$ cat config.mk
export PLATFORM = sky130hd
export DESIGN_NAME = remote_access_top
export DESIGN_NICKNAME = d
export VERILOG_FILES = /design/src/common/mc_addr_pkg.sv /design/src/common/mc_bus_pkg.sv /design/src/eva_to_npa/dram_hash.sv /design/src/eva_to_npa/eva_to_npa.sv /design/src/verilog/axil_remote_adapter.sv /design/src/verilog/remote_access_top.sv
export SDC_FILE = /design/constraint.sdc
export NUM_CORES = 1
export LEC_CHECK = 0
export ABC_AREA = 1
export BUFFER_PORTS_ARGS = -buffer_cell sky130_fd_sc_hd__buf_2
export CAP_MARGIN = 0
export CORE_MARGIN = 2
export CORE_UTILIZATION = 40
export DETAILED_ROUTE_END_ITERATION = 12
export PLACE_DENSITY = 0.74
export SLEW_MARGIN = 20
export SYNTH_ARGS = -nofsm -noshare
export SYNTH_HDL_FRONTEND = slang
export SYNTH_SLANG_ARGS = --single-unit
export TNS_END_PERCENT = 100
$ cat constraint.sdc
create_clock -name clk_i -period 2.98 [get_ports clk_i]
set_input_delay 0.298 -clock clk_i [delete_from_list [all_inputs] [get_ports clk_i]]
set_output_delay 0.298 -clock clk_i [all_outputs]
set_load 0.01 [all_outputs]
$ cat src/common/mc_addr_pkg.sv
// address map shared by the remote-access path of one tile
// pod geometry, vcache striping constants and the eva/npa layouts
// imported by the translator, the dram hash and the axi adapter
package mc_addr_pkg;

  // pod geometry in tiles
  localparam int num_tiles_x_gp = 4;
  localparam int num_tiles_y_gp = 4;
  localparam int x_subcord_width_gp = $clog2(num_tiles_x_gp); // 2
  localparam int y_subcord_width_gp = $clog2(num_tiles_y_gp); // 2

  // pod coordinates sit above the subcoordinates
  localparam int pod_x_cord_width_gp = 3;
  localparam int pod_y_cord_width_gp = 4;
  localparam int x_cord_width_gp = pod_x_cord_width_gp + x_subcord_width_gp; // 5
  localparam int y_cord_width_gp = pod_y_cord_width_gp + y_subcord_width_gp; // 6

  localparam int addr_width_gp = 16; // epa, word address

  // vcache side of the pod
  localparam int vcache_block_size_in_words_gp = 8;
  localparam int num_vcache_rows_gp = 1; // per side
  localparam int vcache_word_offset_width_gp = $clog2(vcache_block_size_in_words_gp);
  localparam int vcache_row_id_width_gp = $clog2(2 * num_vcache_rows_gp); // north/south

  // dram eva split, word address is eva[30:2]
  localparam int eva_word_addr_width_gp = 29;
  localparam int dram_block_width_gp = eva_word_addr_width_gp - vcache_word_offset_width_gp;
  localparam int dram_stripe_width_gp = x_subcord_width_gp + vcache_row_id_width_gp; // 3

  // direct-mapped classes
  localparam int global_epa_word_addr_width_gp = 16;
  localparam int tile_group_epa_word_addr_width_gp = 15;
  localparam int eva_cord_width_gp = 6; // coordinate fields in the eva

  localparam logic [1:0] global_remote_gc = 2'b01;
  localparam logic [2:0] tile_group_remote_gc = 3'b001;

  // global eva, coordinates encoded directly
  typedef struct packed {
    logic [1:0] remote;                          // 01
    logic [eva_cord_width_gp-1:0] y_cord;
    logic [eva_cord_width_gp-1:0] x_cord;        // low 5 bits used
    logic [global_epa_word_addr_width_gp-1:0] addr;
    logic [1:0] byte_ofs;
  } global_addr_s;

  // tile-group eva, coordinates relative to the group origin
  typedef struct packed {
    logic [2:0] remote;                          // 001
    logic [eva_cord_width_gp-1:0] y_cord;
    logic [eva_cord_width_gp-1:0] x_cord;
    logic [tile_group_epa_word_addr_width_gp-1:0] addr;
    logic [1:0] byte_ofs;
  } tile_group_addr_s;

  // network physical address
  typedef struct packed {
    logic [x_cord_width_gp-1:0] x_cord;
    logic [y_cord_width_gp-1:0] y_cord;
    logic [addr_width_gp-1:0] epa;
  } npa_s;

endpackage

$ cat src/common/mc_bus_pkg.sv
// bus-side types for the remote-access path
// axi4-lite request/response bundles and the mesh packet formats
// the adapter and the top level carry these as single ports
package mc_bus_pkg;

  // axi response codes
  localparam logic [1:0] resp_okay_gc = 2'd0;
  localparam logic [1:0] resp_slverr_gc = 2'd2;

  // driven by the axi master
  typedef struct packed {
    logic [31:0] awaddr;
    logic awvalid;
    logic [31:0] wdata;
    logic [3:0] wstrb;
    logic wvalid;
    logic bready;
    logic [31:0] araddr;
    logic arvalid;
    logic rready;
  } axil_req_s;

  // driven by the axi slave
  typedef struct packed {
    logic awready;
    logic wready;
    logic [1:0] bresp;
    logic bvalid;
    logic arready;
    logic [31:0] rdata;
    logic [1:0] rresp;
    logic rvalid;
  } axil_rsp_s;

  typedef enum logic [1:0] {
    op_load,
    op_store
  } net_op_e;

  // one mesh request
  typedef struct packed {
    net_op_e op;
    mc_addr_pkg::npa_s npa;
    logic [31:0] data;  // store data
    logic [3:0] mask;   // byte enables
  } net_pkt_s;

  // load data, zero on store
  typedef struct packed {
    logic [31:0] data;
  } net_rsp_s;

endpackage

$ cat src/eva_to_npa/dram_hash.sv
// dram hash for the remote path, purely combinational
// stripes dram words across the north and south vcaches one block at a time
// and forms the vcache-local word address
`timescale 1ns/1ps

module dram_hash (
  input  logic [31:0]                             eva_i,   // byte address
  input  logic [mc_addr_pkg::pod_x_cord_width_gp-1:0] pod_x_i,
  input  logic [mc_addr_pkg::pod_y_cord_width_gp-1:0] pod_y_i,
  output mc_addr_pkg::npa_s                       npa_o
);

  import mc_addr_pkg::*;

  logic [eva_word_addr_width_gp-1:0] word_addr;
  logic [vcache_word_offset_width_gp-1:0] word_ofs;   // word within block
  logic [dram_block_width_gp-1:0] block;               // block number
  logic [dram_stripe_width_gp-1:0] stripe;             // which vcache
  logic [dram_block_width_gp-dram_stripe_width_gp-1:0] set_idx; // block within one vcache
  logic [x_subcord_width_gp-1:0] x_sub;
  logic is_south;

  assign word_addr = eva_i[30:2]; // bit 31 is the dram tag
  assign word_ofs = word_addr[vcache_word_offset_width_gp-1:0];
  assign block = word_addr[eva_word_addr_width_gp-1:vcache_word_offset_width_gp];

  // low block bits pick the vcache
  assign stripe = block[dram_stripe_width_gp-1:0];
  assign x_sub = stripe[x_subcord_width_gp-1:0];        // column
  assign is_south = stripe[dram_stripe_width_gp-1];     // 0 north, 1 south
  assign set_idx = block[dram_block_width_gp-1:dram_stripe_width_gp];

  always_comb begin
    npa_o.x_cord = {pod_x_i, x_sub};

    // vcache rows sit just outside the pod
    if (is_south) begin
      npa_o.y_cord = {pod_y_cord_width_gp'(pod_y_i + 1'b1), {y_subcord_width_gp{1'b0}}};
    end else begin
      npa_o.y_cord = {pod_y_cord_width_gp'(pod_y_i - 1'b1), {y_subcord_width_gp{1'b1}}};
    end

    // stripe bits dropped, block re-scaled to words, upper bits cut off
    npa_o.epa = addr_width_gp'({set_idx, word_ofs});
  end

endmodule

$ cat src/eva_to_npa/eva_to_npa.sv
// eva to npa translation for the remote-access path
// covers the classes common to every endpoint: dram, global and tile-group
// anything else is flagged invalid with an all-zero npa
// combinational, the eva is translated in the same cycle
`timescale 1ns/1ps

module eva_to_npa (
  input  logic [31:0]                                 eva_i,    // byte address
  input  logic [mc_addr_pkg::x_subcord_width_gp-1:0]  tgo_x_i,  // tile-group origin
  input  logic [mc_addr_pkg::y_subcord_width_gp-1:0]  tgo_y_i,
  input  logic [mc_addr_pkg::pod_x_cord_width_gp-1:0] pod_x_i,
  input  logic [mc_addr_pkg::pod_y_cord_width_gp-1:0] pod_y_i,
  output mc_addr_pkg::npa_s                           npa_o,
  output logic                                        is_invalid_addr_o
);

  import mc_addr_pkg::*;

  global_addr_s global_addr;
  tile_group_addr_s tile_group_addr;
  npa_s dram_npa;
  logic is_dram;
  logic is_global;
  logic is_tile_group;

  // same word seen through both layouts
  assign global_addr = global_addr_s'(eva_i);
  assign tile_group_addr = tile_group_addr_s'(eva_i);

  assign is_dram = eva_i[31];
  assign is_global = (global_addr.remote == global_remote_gc);
  assign is_tile_group = (tile_group_addr.remote == tile_group_remote_gc);

  // dram striping
  dram_hash u_dram_hash (
    .eva_i   (eva_i),
    .pod_x_i (pod_x_i),
    .pod_y_i (pod_y_i),
    .npa_o   (dram_npa)
  );

  // priority follows the tag length, dram tag is a single bit
  always_comb begin
    npa_o = '0;
    is_invalid_addr_o = 1'b0;

    if (is_dram) begin
      npa_o = dram_npa;
    end else if (is_global) begin
      // coordinates taken as they are
      npa_o.x_cord = x_cord_width_gp'(global_addr.x_cord);
      npa_o.y_cord = y_cord_width_gp'(global_addr.y_cord);
      npa_o.epa = addr_width_gp'(global_addr.addr);
    end else if (is_tile_group) begin
      // offset from the group origin, wraps inside the pod
      npa_o.x_cord = {pod_x_i, x_subcord_width_gp'(tile_group_addr.x_cord + tgo_x_i)};
      npa_o.y_cord = {pod_y_i, y_subcord_width_gp'(tile_group_addr.y_cord + tgo_y_i)};
      npa_o.epa = addr_width_gp'(tile_group_addr.addr);
    end else begin
      is_invalid_addr_o = 1'b1; // no remote mapping
    end
  end

endmodule

$ cat src/verilog/axil_remote_adapter.sv
// axi4-lite slave that turns one access into one mesh request
// translates the eva, sends the packet, waits for the network response,
// then answers on b or r; one transaction in flight at a time
// invalid addresses are answered with slverr and never reach the mesh
`timescale 1ns/1ps

module axil_remote_adapter (
  input  logic                                        clk_i,
  input  logic                                        rst_n_i,
  input  mc_bus_pkg::axil_req_s                       axil_req_i,
  output mc_bus_pkg::axil_rsp_s                       axil_rsp_o,
  output mc_bus_pkg::net_pkt_s                        pkt_o,
  output logic                                        pkt_v_o,
  input  logic                                        pkt_ready_i,
  input  mc_bus_pkg::net_rsp_s                        rsp_i,
  input  logic                                        rsp_v_i,
  input  logic [mc_addr_pkg::x_subcord_width_gp-1:0]  tgo_x_i,
  input  logic [mc_addr_pkg::y_subcord_width_gp-1:0]  tgo_y_i,
  input  logic [mc_addr_pkg::pod_x_cord_width_gp-1:0] pod_x_i,
  input  logic [mc_addr_pkg::pod_y_cord_width_gp-1:0] pod_y_i
);

  import mc_addr_pkg::*;
  import mc_bus_pkg::*;

  typedef enum logic [2:0] {
    IDLE,
    SEND,      // packet offered to the mesh
    WAIT_RSP,  // packet taken, waiting for the response strobe
    RESP_B,
    RESP_R
  } state_e;

  state_e state_q, state_n;
  logic rdy_q;                 // accepting, low through reset
  logic wr_pend;               // aw and w both present
  logic wr_fire;
  logic rd_fire;
  logic [31:0] eva;
  npa_s npa_lo;
  logic invalid_lo;
  net_pkt_s pkt_q;
  logic is_read_q;
  logic [1:0] resp_q;          // shared by b and r
  logic [31:0] rdata_q;

  // write wins when both channels are pending
  assign wr_pend = axil_req_i.awvalid & axil_req_i.wvalid;
  assign wr_fire = rdy_q & wr_pend;
  assign rd_fire = rdy_q & axil_req_i.arvalid & ~wr_pend;
  assign eva = wr_pend ? axil_req_i.awaddr : axil_req_i.araddr;

  eva_to_npa u_eva_to_npa (
    .eva_i             (eva),
    .tgo_x_i           (tgo_x_i),
    .tgo_y_i           (tgo_y_i),
    .pod_x_i           (pod_x_i),
    .pod_y_i           (pod_y_i),
    .npa_o             (npa_lo),
    .is_invalid_addr_o (invalid_lo)
  );

  always_comb begin
    state_n = state_q;
    case (state_q)
      IDLE: begin
        if (wr_fire) begin
          state_n = invalid_lo ? RESP_B : SEND;
        end else if (rd_fire) begin
          state_n = invalid_lo ? RESP_R : SEND;
        end
      end
      SEND:     if (pkt_ready_i) state_n = WAIT_RSP;
      WAIT_RSP: if (rsp_v_i) state_n = is_read_q ? RESP_R : RESP_B;
      RESP_B:   if (axil_req_i.bready) state_n = IDLE;
      RESP_R:   if (axil_req_i.rready) state_n = IDLE;
      default:  state_n = IDLE;
    endcase
  end

  always_ff @(posedge clk_i or negedge rst_n_i) begin
    if (!rst_n_i) begin
      state_q <= IDLE;
      rdy_q <= 1'b0;
    end else begin
      state_q <= state_n;
      rdy_q <= (state_n == IDLE); // readies follow the next state
    end
  end

  // request and response payload
  always_ff @(posedge clk_i) begin
    if (wr_fire || rd_fire) begin
      pkt_q.op <= wr_fire ? op_store : op_load;
      pkt_q.npa <= npa_lo;
      pkt_q.data <= wr_fire ? axil_req_i.wdata : 32'd0;
      pkt_q.mask <= wr_fire ? axil_req_i.wstrb : 4'hf; // loads fetch the whole word
      is_read_q <= rd_fire;
      resp_q <= invalid_lo ? resp_slverr_gc : resp_okay_gc;
      rdata_q <= '0;                                     // stays zero on slverr
    end else if (state_q == WAIT_RSP && rsp_v_i && is_read_q) begin
      rdata_q <= rsp_i.data;
    end
  end

  assign pkt_o = pkt_q;
  assign pkt_v_o = (state_q == SEND);

  always_comb begin
    axil_rsp_o.awready = rdy_q;
    axil_rsp_o.wready = rdy_q;
    axil_rsp_o.arready = rdy_q & ~wr_pend; // held off while a write is pending
    axil_rsp_o.bvalid = (state_q == RESP_B);
    axil_rsp_o.bresp = resp_q;
    axil_rsp_o.rvalid = (state_q == RESP_R);
    axil_rsp_o.rresp = resp_q;
    axil_rsp_o.rdata = rdata_q;
  end

endmodule

$ cat src/verilog/remote_access_top.sv
// top level of the tile's remote-access path
// axi4-lite slave port in, mesh request/response ports out
// configuration inputs are held static while traffic runs
`timescale 1ns/1ps

module remote_access_top (
  input  logic                                        clk_i,
  input  logic                                        rst_n_i,
  input  mc_bus_pkg::axil_req_s                       axil_req_i,   // host side
  output mc_bus_pkg::axil_rsp_s                       axil_rsp_o,
  output mc_bus_pkg::net_pkt_s                        pkt_o,        // mesh request
  output logic                                        pkt_v_o,
  input  logic                                        pkt_ready_i,
  input  mc_bus_pkg::net_rsp_s                        rsp_i,        // mesh response
  input  logic                                        rsp_v_i,
  input  logic [mc_addr_pkg::x_subcord_width_gp-1:0]  tgo_x_i,      // tile-group origin
  input  logic [mc_addr_pkg::y_subcord_width_gp-1:0]  tgo_y_i,
  input  logic [mc_addr_pkg::pod_x_cord_width_gp-1:0] pod_x_i,      // this pod
  input  logic [mc_addr_pkg::pod_y_cord_width_gp-1:0] pod_y_i
);

  // axi sequencer with the translator inside
  axil_remote_adapter u_adapter (
    .clk_i       (clk_i),
    .rst_n_i     (rst_n_i),
    .axil_req_i  (axil_req_i),
    .axil_rsp_o  (axil_rsp_o),
    .pkt_o       (pkt_o),
    .pkt_v_o     (pkt_v_o),
    .pkt_ready_i (pkt_ready_i),
    .rsp_i       (rsp_i),
    .rsp_v_i     (rsp_v_i),
    .tgo_x_i     (tgo_x_i),
    .tgo_y_i     (tgo_y_i),
    .pod_x_i     (pod_x_i),
    .pod_y_i     (pod_y_i)
  );

endmodule

**Word level (Yosys, flattened, before mapping)**

Index checks and enable logic that the tools add are counted.

- Bits in registers: 104
- Bits of input ports: 152
- Output and inout port bits: 107
- Logic and storage cells: 52

- Add/sub/neg operators: 4
- Equal/unequal tests: 6
- Multiplexer cells: 20
- Bitwise gates (word level): 6
- Reduce and logical (&&, ||, !) cells: 5

Operators by type and width:

| operator | count |
|---|---|
| $mux 27 | 3 |
| $mux 32 | 1 |
| $mux 3 | 8 |
| $pmux 3 s5 | 1 |
| $eq 3x1->1 const B | 2 |
| $eq 3x2->1 const B | 2 |
| $logic_not 3->1 | 2 |
| $mux 6 | 1 |
| $and 1x1->1 | 5 |
| $add 2x2->2 | 2 |
| $add 4x1->4 const B | 1 |
| $mux 1 | 4 |
| $mux 2 | 2 |
| $sub 4x1->4 const B | 1 |
| $eq 3x3->1 const B | 1 |
| $eq 2x1->1 const B | 1 |
| $logic_and 1x1->1 | 2 |
| $logic_or 1x1->1 | 1 |
| $not 1->1 | 1 |

**Logic depth before layout (Yosys ltp)**

Gate-level depths: netlist of the first run.

- Depth after elaboration: 11
- Depth in mapped cells: 11
- Depth with buffers taken out: 10

**Hierarchy**

From an unflattened synthesis of the first run, not the netlist that was laid out.

- Cell total of the unflattened synthesis: 605
- Area total of the unflattened synthesis: 5054.8 sq um

By module, submodules not included:

| module | times used | cells an instance | area an instance (sq um) | sequential area each (sq um) |
|---|---|---|---|---|
| axil_remote_adapter | 1 | 447 | 4231.6 | 2722.6 |
| eva_to_npa | 1 | 117 | 544.3 | 0.0 |
| dram_hash | 1 | 41 | 279.0 | 0.0 |

**Least setup slack after synthesis of the first run**

Ideal clock, no wire load.

- Path type: input-to-reg
- Start: input port axil_req_i[72] (netlist bit)
- End: register u_adapter.rdy_q
- Setup time: 71 ps
- Arrival time: 2425 ps
- Required time: 2909 ps
- Slack: 484 ps
- Cell stages on the path: 9
- Buffers on the path: 0
- Cell sequence: nand2_4 -> inv_2 -> nor2_2 -> nor2_4 -> inv_1 -> o21ai_0 -> nand2_1 -> nand2_1 -> nor2_1

- Elaborated cells on any way between the ends: 16
- Those cells by class: eq/ne (2); mux (9); bitwise (4); reduce/logical (1)

RTL lines:

| element | line | source |
|---|---|---|
| from (decl) | remote_access_top.sv:9 | `input mc_bus_pkg::axil_req_s axil_req_i,` |
| $and 1x1->1 | axil_remote_adapter.sv:48 | `assign wr_pend = axil_req_i.awvalid & axil_req_i.wvalid;` |
| $not 1->1 | axil_remote_adapter.sv:50 | `assign rd_fire = rdy_q & axil_req_i.arvalid & ~wr_pend;` |
| $and 1x1->1 | axil_remote_adapter.sv:50 |  |
| via u_adapter.rd_fire | axil_remote_adapter.sv:38 | `logic rd_fire;` |
| $mux 3 | axil_remote_adapter.sv:69 | `end else if (rd_fire) begin` |
| $mux 3 | axil_remote_adapter.sv:67 | `if (wr_fire) begin` |
| $pmux 3 s5 | axil_remote_adapter.sv:65 | `case (state_q)` |
| via u_adapter.state_n[1] | axil_remote_adapter.sv:34 | `state_e state_q, state_n;` |
| $logic_not 3->1 | axil_remote_adapter.sv:87 | `rdy_q <= (state_n == IDLE);` |
| to (signal assigned) | axil_remote_adapter.sv:87 |  |
| to (decl) | axil_remote_adapter.sv:35 | `logic rdy_q;` |

The timed path passes the listed nets, and every way through them passes these cells.
A chain may end at the register's enable or synchronous reset.

==> results.md, run 1 <==
* Status: completed
* Clk sinks at 102
* WP data arrival at 2.05 ns
* Worst skew pair latency at 0.34 ns
* Row cnt at 39
* Setup violators final at 0
* F_max at 0.507 GHz
* Yosys warns at 0
* Root buffer cell: clkbuf_16
* Cell class contributing the biggest share of worst-path delay: simple AND/OR/NAND/NOR gates
* Final Routed Wirelength at 11800 µm
* Vias at 4083
* Fin. Hold Viols at 0
* Routed vias/inst at 4.68
* Post-DP HPWL at 8970 µm
* P&R area growth vs syn at 36.1%
* Placed cell area at 5930 µm²
* Largest cells by area after synthesis: edfxtp_1 43%, dfxtp_1 14%, nor2_1 8.8%, nand2_1 4.9%, inv_1 4.4%
* Pin count of the biggest net entering global routing at 39
* Reg2Reg Depth at 7
* Final nets at 882
* Leakage power at 3.19 nW
* GPL Wtd Cong at 0.864
* Worst hold path class: in2reg
* Layout cell share with drive strength beyond 1 at 40.5%
* Vias in the first global route at 3840
* Die Wd at 111 µm
* Power density cells at 773 nW/µm²
* Pre-CTS setup slack at 0.619 ns
* Antenna violations before repair at 0
* RSZ-0062 raised after global routing: no
* PnR worst setup slack at 1.01 ns
* Total gr overflow at 0
* I/O Pins at 259
* Seq. cell area at 2720 µm²
* Multi-input logic area at 1510 µm²
* CP Buf/Inv Count at 3
* Area share of the largest cell type after synthesis at 43.2%
* CP required at 3.06 ns
* H-tree depth at 3
* Crit path max fanout at 34
* GRT Overall Usage at 18.5%
* Mapped Cells at 480
* Crit path kind: in2reg
* Post-layout instance area at 6250 µm²
* CP max stage cell: nand2_4
* Worst hold slack at 0.207 ns
* Period utilisation layout at 66.1%
* Post-synthesis sequential area ratio at 59.3%
* # fillers at 1046
* Max_slew headroom at 63.6%
* Final setup TNS at 0 ns
* Worst vdd rail ir drop at 0.467 mV
* CTS tree: done
* Instance count on the critical path at 11
* Cells along the critical path: buf_2 > nand2_4 > inv_2 > nand2_1 > nand2_1 > ha_1 > xor2_1 > inv_1 > or2_2 > nand3_1 > nand3_1
* IO buf count at 251
* Unique cell type count in the Yosys netlist at 43
* Fin crit period at 1.97 ns
* Crit path largest cell delay at 0.38 ns
* # diodes at 0
* MaxCap Viol Count at 0
* Antenna Nets Post-Route at 0
* DRC at 0
* Total CTS buffers at 9
* CP startpoint kind: input pin
* Initial Util at 40.6%
* Post-synth EDFFs at 66
* Top FF cell, synth: edfxtp_1
* Drt pass-1 iters at 4
* Core ar. at 11300 µm²
* Yosys reg bits at 102
* Hold depth at 3
* Clock buffer depth at 2
* Mapped cell area at 4590 µm²
* Die ar. at 12300 µm²
* Syn avg cell area at 9.56 µm²
* First-pass GRT wire length at 18500 µm
* Clock-pin slew on the worst setup and hold paths at 0.08 ns
* Async set-reset flop share out of synthesis at 3.92%
* Die height at 111 µm
* Avg WL per Cell at 13.5 µm
* Synth area leader: edfxtp_1
* Post_cts resized at 0
* Crit end category: flop
* Worst-Margin Slew at 0.546 ns
* Slew Limit Fails at 0
* Skew final at 0.0125 ns
* FF-to-FF setup slack at 1.14 ns
* 1st-iter DRT viols at 167
[final timing paths]
| path | end | startpoint |
|---|---|---|
| worst max register to register | u_adapter.rdy_q$_DFF_PN0_ | u_adapter.state_q[2]$_DFF_PN0_ |
| worst min register to register | u_adapter.rdata_q[30]$_SDFFE_PP0P_ | u_adapter.rdata_q[30]$_SDFFE_PP0P_ |
| worst min-delay path | u_adapter.rdata_q[29]$_SDFFE_PP0P_ | rsp_i[29] |
| max in group asynchronous | u_adapter.state_q[1]$_DFF_PN0_ | rst_n_i |
| worst max-delay path | u_adapter.pkt_o[53]$_DFFE_PP_ | axil_req_i[72] |
| min in group asynchronous | u_adapter.state_q[0]$_DFF_PN0_ | rst_n_i |
[cells in the mapped netlist (4+ instances only)]
cell type,count
nor2_1,108
edfxtp_1,66
nand2_1,60
inv_1,54
o21ai_0,39
dfxtp_1,32
mux2i_1,13
clkbuf_1,10
nand3_1,10
o22ai_1,10
buf_4,8
or2_2,8
buf_2,6
a21oi_1,4
dfrtp_1,4
ha_1,4
inv_2,4
nor2_4,4
xnor2_1,4
[worst min-delay path, stage by stage]
cell	delay [ns]
buf_2	0.07
o21ai_0	0.07
nor2_1	0.07
[per-stage QoR]
| stage | power [mW] | util (%) | std cells |
|---|---|---|---|
| floorplan | 3.05 | - | 482 |
| global route | 5.11 | 55.2 | 873 |
| detailed placement | 3.67 | 52.4 | 856 |
| finish | 4.83 | 55.2 | 873 |
| CTS | 4.88 | 55.2 | 873 |
| global placement | 3.61 | 52.4 | 856 |
[where the power goes]
| part | internal (mW) | switching, mW | leakage, nW |
|---|---|---|---|
| Combinational | 0.587 | 0.910 | 2.10 |
| Sequential | 1.97 | 0.161 | 0.946 |
| Clock | 0.666 | 0.539 | 0.146 |
| Total | 3.22 | 1.61 | 3.19 |
[repair_timing]
action | 4_1_cts | 5_1_grt
buffers inserted | 0 | 0
setup endpoints to repair | 0 | 0
hold endpoints to repair | 4 | 0
hold buffers | 1 | 0
[area by class of cell]
| class | count | share of cell area [%] |
|---|---|---|
| Tap cell | 143 | 2.86 |
| Clock inverter | 6 | 1.20 |
| Clock buffer | 10 | 3.67 |
| Multi-Input combinational cell | 295 | 24.2 |
| Timing Repair Buffer | 257 | 20.9 |
| Sequential cell | 102 | 43.6 |
| Inverter | 60 | 3.65 |
[flip-flops by register name (all words and copies together) (netlist names)]
| name | count |
|---|---|
| u_adapter.pkt_o | 64 |
| u_adapter.state_q | 3 |
| u_adapter.rdata_q | 32 |
| u_adapter.resp_q | 1 |
| u_adapter.rdy_q | 1 |
| u_adapter.is_read_q | 1 |
[metal layers]
metal / GRT usage (%) / part of all wire (%) / wire, µm
met5: 0 / 0 / 0
met1: 21.8 / 40 / 4760
met4: 6.34 / 1.7 / 199
met3: 5.25 / 8.0 / 949
met2: 32.6 / 50 / 5900
[placed cells by master (no fill, tap or decap), types with 2 or more instances in the layout]
master / count
ha_1: 4
nand3_1: 10
dfrtp_1: 4
nand4_1: 2
or2_2: 8
conb_1: 3
o211ai_1: 3
o31ai_1: 2
o221ai_1: 2
o21ai_1: 3
o22ai_1: 10
mux2i_1: 13
inv_1: 53
a21oi_1: 4
nor3_1: 2
edfxtp_1: 66
nor2_4: 4
dfxtp_1: 32
nor2_1: 108
inv_2: 5
nand2_1: 60
inv_6: 2
buf_2: 251
o21ai_0: 39
clkbuf_16: 9
xnor2_1: 4
buf_4: 5
[cell families after synthesis]
group                      after synthesis  synth area share, %
and+or+nand+nor                        200                 18.5
DFF                                    102                 59.3
buffers and inverters                   85                 7.99
AOI/OAI and AO/OA                       69                 8.83
muxes                                   13                 2.83
adders and majority gates                5                 1.53
xor gates and xnor gates                 5                0.954
other                                    1               0.0817
Note: power is estimated with default switching activity, not from simulation.
==> run 2: changes to the inputs <==
==> constraint.sdc (replaced) <==
create_clock -name clk_i -period 1.98 [get_ports clk_i]
set_input_delay 0.198 -clock clk_i [delete_from_list [all_inputs] [get_ports clk_i]]
set_output_delay 0.198 -clock clk_i [all_outputs]
set_load 0.01 [all_outputs]
==> run 2 against run 1 <==
  * Via count rose by 2.3%
  * Register-to-register slack got worse by 0.70 ns
  * Sequential share of layout area fell by 0.33 points
  * Sequential power rose by 51%
  * Design area rose by 0.76%
  * Clock skew fell by 0.0026 ns
  * Clock power rose by 36%
  * Die area did not move
  * Hold slack got worse by 0.10 ns
  * Total power rose by 48%
  * Utilization rose by 0.42 points
  * Routed wire length fell by 0.47%
==> results.md, run 2 (synthesis gave the netlist of run 1 again) <==
* Max reg flops at 64
* RSZ-0062 raised after global routing: no
* Avg WL per Cell at 13.4 µm
* Clock buffer depth at 2
* WP data arrival at 1.70 ns
* Fin. Hold Viols at 0
* CP startpoint kind: input pin
* Crit end category: flop
* Crit path kind: in2reg
* P&R area growth vs syn at 37.1%
* Total CTS buffers at 9
* Vias at 4177
* Skew final at 0.00984 ns
* Post-DP HPWL at 9300 µm
* Power density cells at 1140 nW/µm²
* Placed cell area at 6000 µm²
* Antenna Nets Post-Route at 0
* F_max at 0.617 GHz
* Final setup TNS at 0 ns
* Die height at 111 µm
* Placed cell count at 863
* Die ar. at 12300 µm²
* DRC at 0
* Clock-pin slew on the worst setup and hold paths at 0.07 ns
* 1st-iter DRT viols at 176
* I/O Pins at 259
* Final Routed Wirelength at 11800 µm
* Leakage power at 3.22 nW
* Origin of the critical flop-to-flop path: u_adapter.rdy_q$_DFF_PN0_
* Antenna violations before repair at 0
* Final nets at 889
* PnR worst setup slack at 0.359 ns
* GPL Wtd Cong at 0.861
* Final Util at 55.6%
* Total gr overflow at 0
* GRT Overall Usage at 18.5%
* MaxCap Viol Count at 0
* Die Wd at 111 µm
* Pre-CTS setup slack at 0.0537 ns
* IO buf count at 251
* # diodes at 0
* Hold_sp: rsp_i[12]
* Routed vias/inst at 4.75
* CTS tree: done
* Pin count of the biggest net entering global routing at 66
* Post-layout instance area at 6290 µm²
* Layout cell share with drive strength beyond 1 at 41.2%
* Setup violators final at 0
* Crit path max fanout at 9
* Drt pass-1 iters at 4
* First-pass GRT wire length at 18500 µm
* Slew Limit Fails at 0
* Worst skew pair latency at 0.34 ns
* Initial Util at 40.6%
* H-tree depth at 3
* Row cnt at 39
* Crit path launch: axil_req_i[72]
* Worst hold path class: in2reg
* Clk sinks at 102
* Root buffer cell: clkbuf_16
* Core ar. at 11300 µm²
* Period utilisation layout at 81.9%
* Final non-filler cell total at 880
* Vias in the first global route at 4040
* Fin crit period at 1.62 ns
* # fillers at 1018
* Highest-count cells in the layout ignoring fill and taps: 251 x buf_2, 108 x nor2_1, 66 x edfxtp_1
* Commonest non-fill, non-tap cell in the layout: buf_2
* CP required at 2.05 ns
* Status: completed
* Worst vdd rail ir drop at 0.797 mV
[run 2: final cells by class]
class	instances	area, µm²	share of cell area (%)
Sequential cell	102	2720	43.3
Clock inverter	4	28.8	0.457
Inverter	60	231	3.68
Tap cell	143	179	2.84
Clock buffer	12	254	4.04
Multi-Input combinational cell	295	1510	24.0
Timing Repair Buffer	264	1370	21.7
[run 2: metrics by stage]
step / hold WS, ns / total power [mW]
global placement: 0.00277 / 5.47
detailed placement: 0.00754 / 5.57
finish: 0.102 / 7.15
global route: 0.113 / 7.60
CTS: 0.0880 / 7.23
floorplan: -0.0976 / 4.59
[run 2: path summary, 6_finish.rpt]
check | slack (ns) | depth (start not counted) | end
worst max-delay path | 0.36 | 9 | u_adapter.pkt_o[57]$_DFFE_PP_
worst min-delay path | 0.10 | 3 | u_adapter.rdata_q[12]$_SDFFE_PP0P_
worst max register to register | 0.44 | 5 | u_adapter.pkt_o[9]$_SDFFCE_PN0P_
worst min register to register | 0.48 | 2 | u_adapter.rdata_q[1]$_SDFFE_PP0P_
max in group asynchronous | 1.65 | 2 | u_adapter.rdy_q$_DFF_PN0_
min in group asynchronous | 0.21 | 2 | u_adapter.state_q[1]$_DFF_PN0_
[run 2: power by group]
| group | internal, mW | total [mW] | switching [mW] |
|---|---|---|---|
| registers | 2.96 | 3.21 | 0.246 |
| clock network | 0.920 | 1.65 | 0.730 |
| logic | 0.915 | 2.29 | 1.37 |
[run 2: what timing repair did]
item | 4_1_cts | 5_1_grt
hold endpoints to repair | 4 | 0
hold buffers | 1 | 0
gates resized for setup | 0 | 0
buffers inserted | 0 | 0
[run 2: critical path, cell delays in order]
cell,delay [ns]
buf_2,0.12
nand2_4,0.11
o21ai_2,0.32
ha_1,0.34
and3_1,0.16
a211oi_1,0.23
nand2_1,0.08
nand2_1,0.07
o21ai_1,0.06
[run 2: layer usage]
| layer | up-vias | share of wire, % | wire length, µm | GRT usage [%] |
|---|---|---|---|---|
| li1 | 2069 | - | - | - |
| met1 | 1897 | 40 | 4670 | 21.7 |
| met2 | 188 | 50 | 5910 | 32.9 |
| met3 | 23 | 7.8 | 921 | 4.59 |
| met4 | 0 | 2.1 | 243 | 6.83 |
| met5 | - | 0 | 0 | 0 |
==> run 3: changes to the inputs <==
--- a/config.mk
+++ b/config.mk
@@ -11,7 +11,7 @@
 export CORE_MARGIN = 2
 export CORE_UTILIZATION = 40
 export DETAILED_ROUTE_END_ITERATION = 12
-export PLACE_DENSITY = 0.74
+export PLACE_DENSITY = 0.77
 export SLEW_MARGIN = 20
 export SYNTH_ARGS = -nofsm -noshare
 export SYNTH_HDL_FRONTEND = slang
==> constraint.sdc (replaced) <==
create_clock -name clk_i -period 1.3 [get_ports clk_i]
set_input_delay 0.13 -clock clk_i [delete_from_list [all_inputs] [get_ports clk_i]]
set_output_delay 0.13 -clock clk_i [all_outputs]
set_load 0.01 [all_outputs]
==> run 3 against run 2 <==
  * The run now ends with setup timing left
  * Clock skew decreased by 0.0021 ns
  * Via count increased by 9.0%
  * Sequential power increased by 52%
  * Design area increased by 19%
  * Clock power increased by 61%
  * Sequential cell count unchanged
==> results.md, run 3 (synthesis gave the netlist of run 1 again) <==
* Drt pass-1 iters at 4
* Total CTS buffers at 9
* Skew final at 0.00779 ns
* PnR worst setup slack at -0.155 ns
* Power density cells at 1720 nW/µm²
* Status: finished with violations
* Placed cell count at 906
* Final nets at 954
* Initial Util at 40.6%
* Cell class contributing the biggest share of worst-path delay: flip-flops
* Routing usage on met3 at 4.59%
* Routed vias/inst at 4.82
* P&R area growth vs syn at 63.5%
* Root buffer cell: clkbuf_16
* Net Sw Frac at 33.4%
* 1st-iter DRT viols at 187
* Final non-filler cell total at 945
* Crit path kind: reg2out
* Failing checks: setup timing
* Setup violators final at 102
* RSZ-0062 raised after global routing: yes
* Crit path largest cell delay at 0.41 ns
* Clock power frac at 20.5%
* Die ar. at 12300 µm²
* CP startpoint kind: flop
* Clock buffer depth at 2
* Slew Limit Fails at 0
* Post-layout instance area at 7500 µm²
* Layout cell share with drive strength beyond 1 at 53.5%
* First-pass GRT wire length at 20800 µm
* # diodes at 0
* # fillers at 866
* CP Buf/Inv Count at 3
* Core ar. at 11300 µm²
* Worst skew pair latency at 0.33 ns
* DRC at 0
* IO buf count at 251
* GRT Overall Usage at 20.7%
* Worst hold path class: in2reg
* F_max at 0.687 GHz
* MaxCap Viol Count at 0
* Fin. Hold Viols at 0
* Total gr overflow at 0
* Combinational Power Share at 41.6%
* GRT busiest layer: met2
* CTS tree: done
* Die height at 111 µm
* Placed cell area at 6440 µm²
* Vias in the first global route at 4492
* CP max stage cell: dfrtp_1
* Antenna violations before repair at 0
* Antenna Nets Post-Route at 0
* Cells along the critical path: buf_6 > nor3_4 > buf_4 > buf_6
* Max reg flops at 64
* CP required at 1.17 ns
* Period utilisation layout at 112%
* Switch Pwr at 4.31 mW
* Vias at 4555
* Pin count of the biggest net entering global routing at 41
* Highest-count cells in the layout ignoring fill and taps: 246 x buf_2, 84 x nor2_1, 66 x edfxtp_1
* Leakage power at 3.71 nW
* Most frequent cell on the critical path: buf_6
* WP data arrival at 1.32 ns
* Worst vdd rail ir drop at 1.21 mV
* Pre-CTS setup slack at -0.419 ns
* Clock-pin slew on the worst setup and hold paths at 0.07 ns
* Row cnt at 39
* Final Routed Wirelength at 14000 µm
* GPL Wtd Cong at 0.865
* Met2 Track Usage GR at 38.0%
* Fin crit period at 1.45 ns
* I/O Pins at 259
* Final setup TNS at -9.43 ns
* Sequential power share at 37.9%
* Design Power at 12.9 mW
* Post-DP HPWL at 9770 µm
* H-tree depth at 3
* Internal power at 8.60 mW
* M1 GR Usage at 23.4%
* Commonest non-fill, non-tap cell in the layout: buf_2
* Crit path max fanout at 3
* Crit end category: output pin
* Clk sinks at 102
* Die Wd at 111 µm
* Avg WL per Cell at 14.8 µm
## run 3: per-stage QoR
stage / utilization (%) / hold slack, ns
6_report: 66.3 / 0.0280
5_1_grt: 66.3 / 0.0370
4_1_cts: 62.2 / 0.0259
3_5_place_dp: 56.9 / -0.0629
3_3_place_gp: 56.9 / -0.0635
2_1_floorplan: - / -0.166
## run 3: final timing paths
path | startpoint | endpoint | slack [ns] | cells past startpoint
worst min-delay path | rsp_i[22] | u_adapter.rdata_q[22]$_SDFFE_PP0P_ | 0.03 | 3
max in group asynchronous | rst_n_i | u_adapter.state_q[0]$_DFF_PN0_ | 1.05 | 2
worst min register to register | u_adapter.rdata_q[25]$_SDFFE_PP0P_ | u_adapter.rdata_q[25]$_SDFFE_PP0P_ | 0.47 | 2
worst max register to register | u_adapter.rdy_q$_DFF_PN0_ | u_adapter.pkt_o[63]$_DFFE_PP_ | -0.13 | 6
min in group asynchronous | rst_n_i | u_adapter.rdy_q$_DFF_PN0_ | 0.13 | 2
worst max-delay path | u_adapter.state_q[1]$_DFF_PN0_ | pkt_v_o | -0.15 | 4
## run 3: final cells by class
| cell class | count | area, µm² | share of cell area, % |
|---|---|---|---|
| sequential | 102 | 2720 | 36.3 |
| clock buffer | 12 | 268 | 3.57 |
| multi-input combinational | 295 | 1870 | 24.9 |
| tap | 143 | 179 | 2.38 |
| clock inverter | 4 | 27.5 | 0.367 |
| inverter | 60 | 254 | 3.38 |
| timing repair buffer | 329 | 2190 | 29.1 |
## run 3: power by group through the flow
stage               Sequential [mW]  Clock, mW  Combinational [mW]
floorplan                      5.35          0                1.68
global placement               4.89          0                3.87
detailed placement             4.92          0                3.99
CTS                            4.87       2.70                4.55
global route                   4.98       2.79                5.83
finish                         4.89       2.65                5.38
## run 3: routing by layer
layer / part of all wire [%] / vias to the layer above
li1: - / 2193
met1: 38 / 2097
met2: 52 / 228
met3: 7.2 / 37
met4: 2.6 / 0
met5: 0 / -
## run 3: worst min-delay path: stages
cell	delay, ns
buf_2	0.08
o21ai_1	0.06
nor2_1	0.07
## run 3: repair_timing
item / 4_1_cts / 5_1_grt
buffers inserted: 11 / 7
hold buffers: 1 / 0
endpoints found under the hold margin: 4 / 0
pin swaps: 12 / 20
setup endpoints to repair: 126 / 144
gates cloned: 2 / 9
resized for setup: 45 / 109
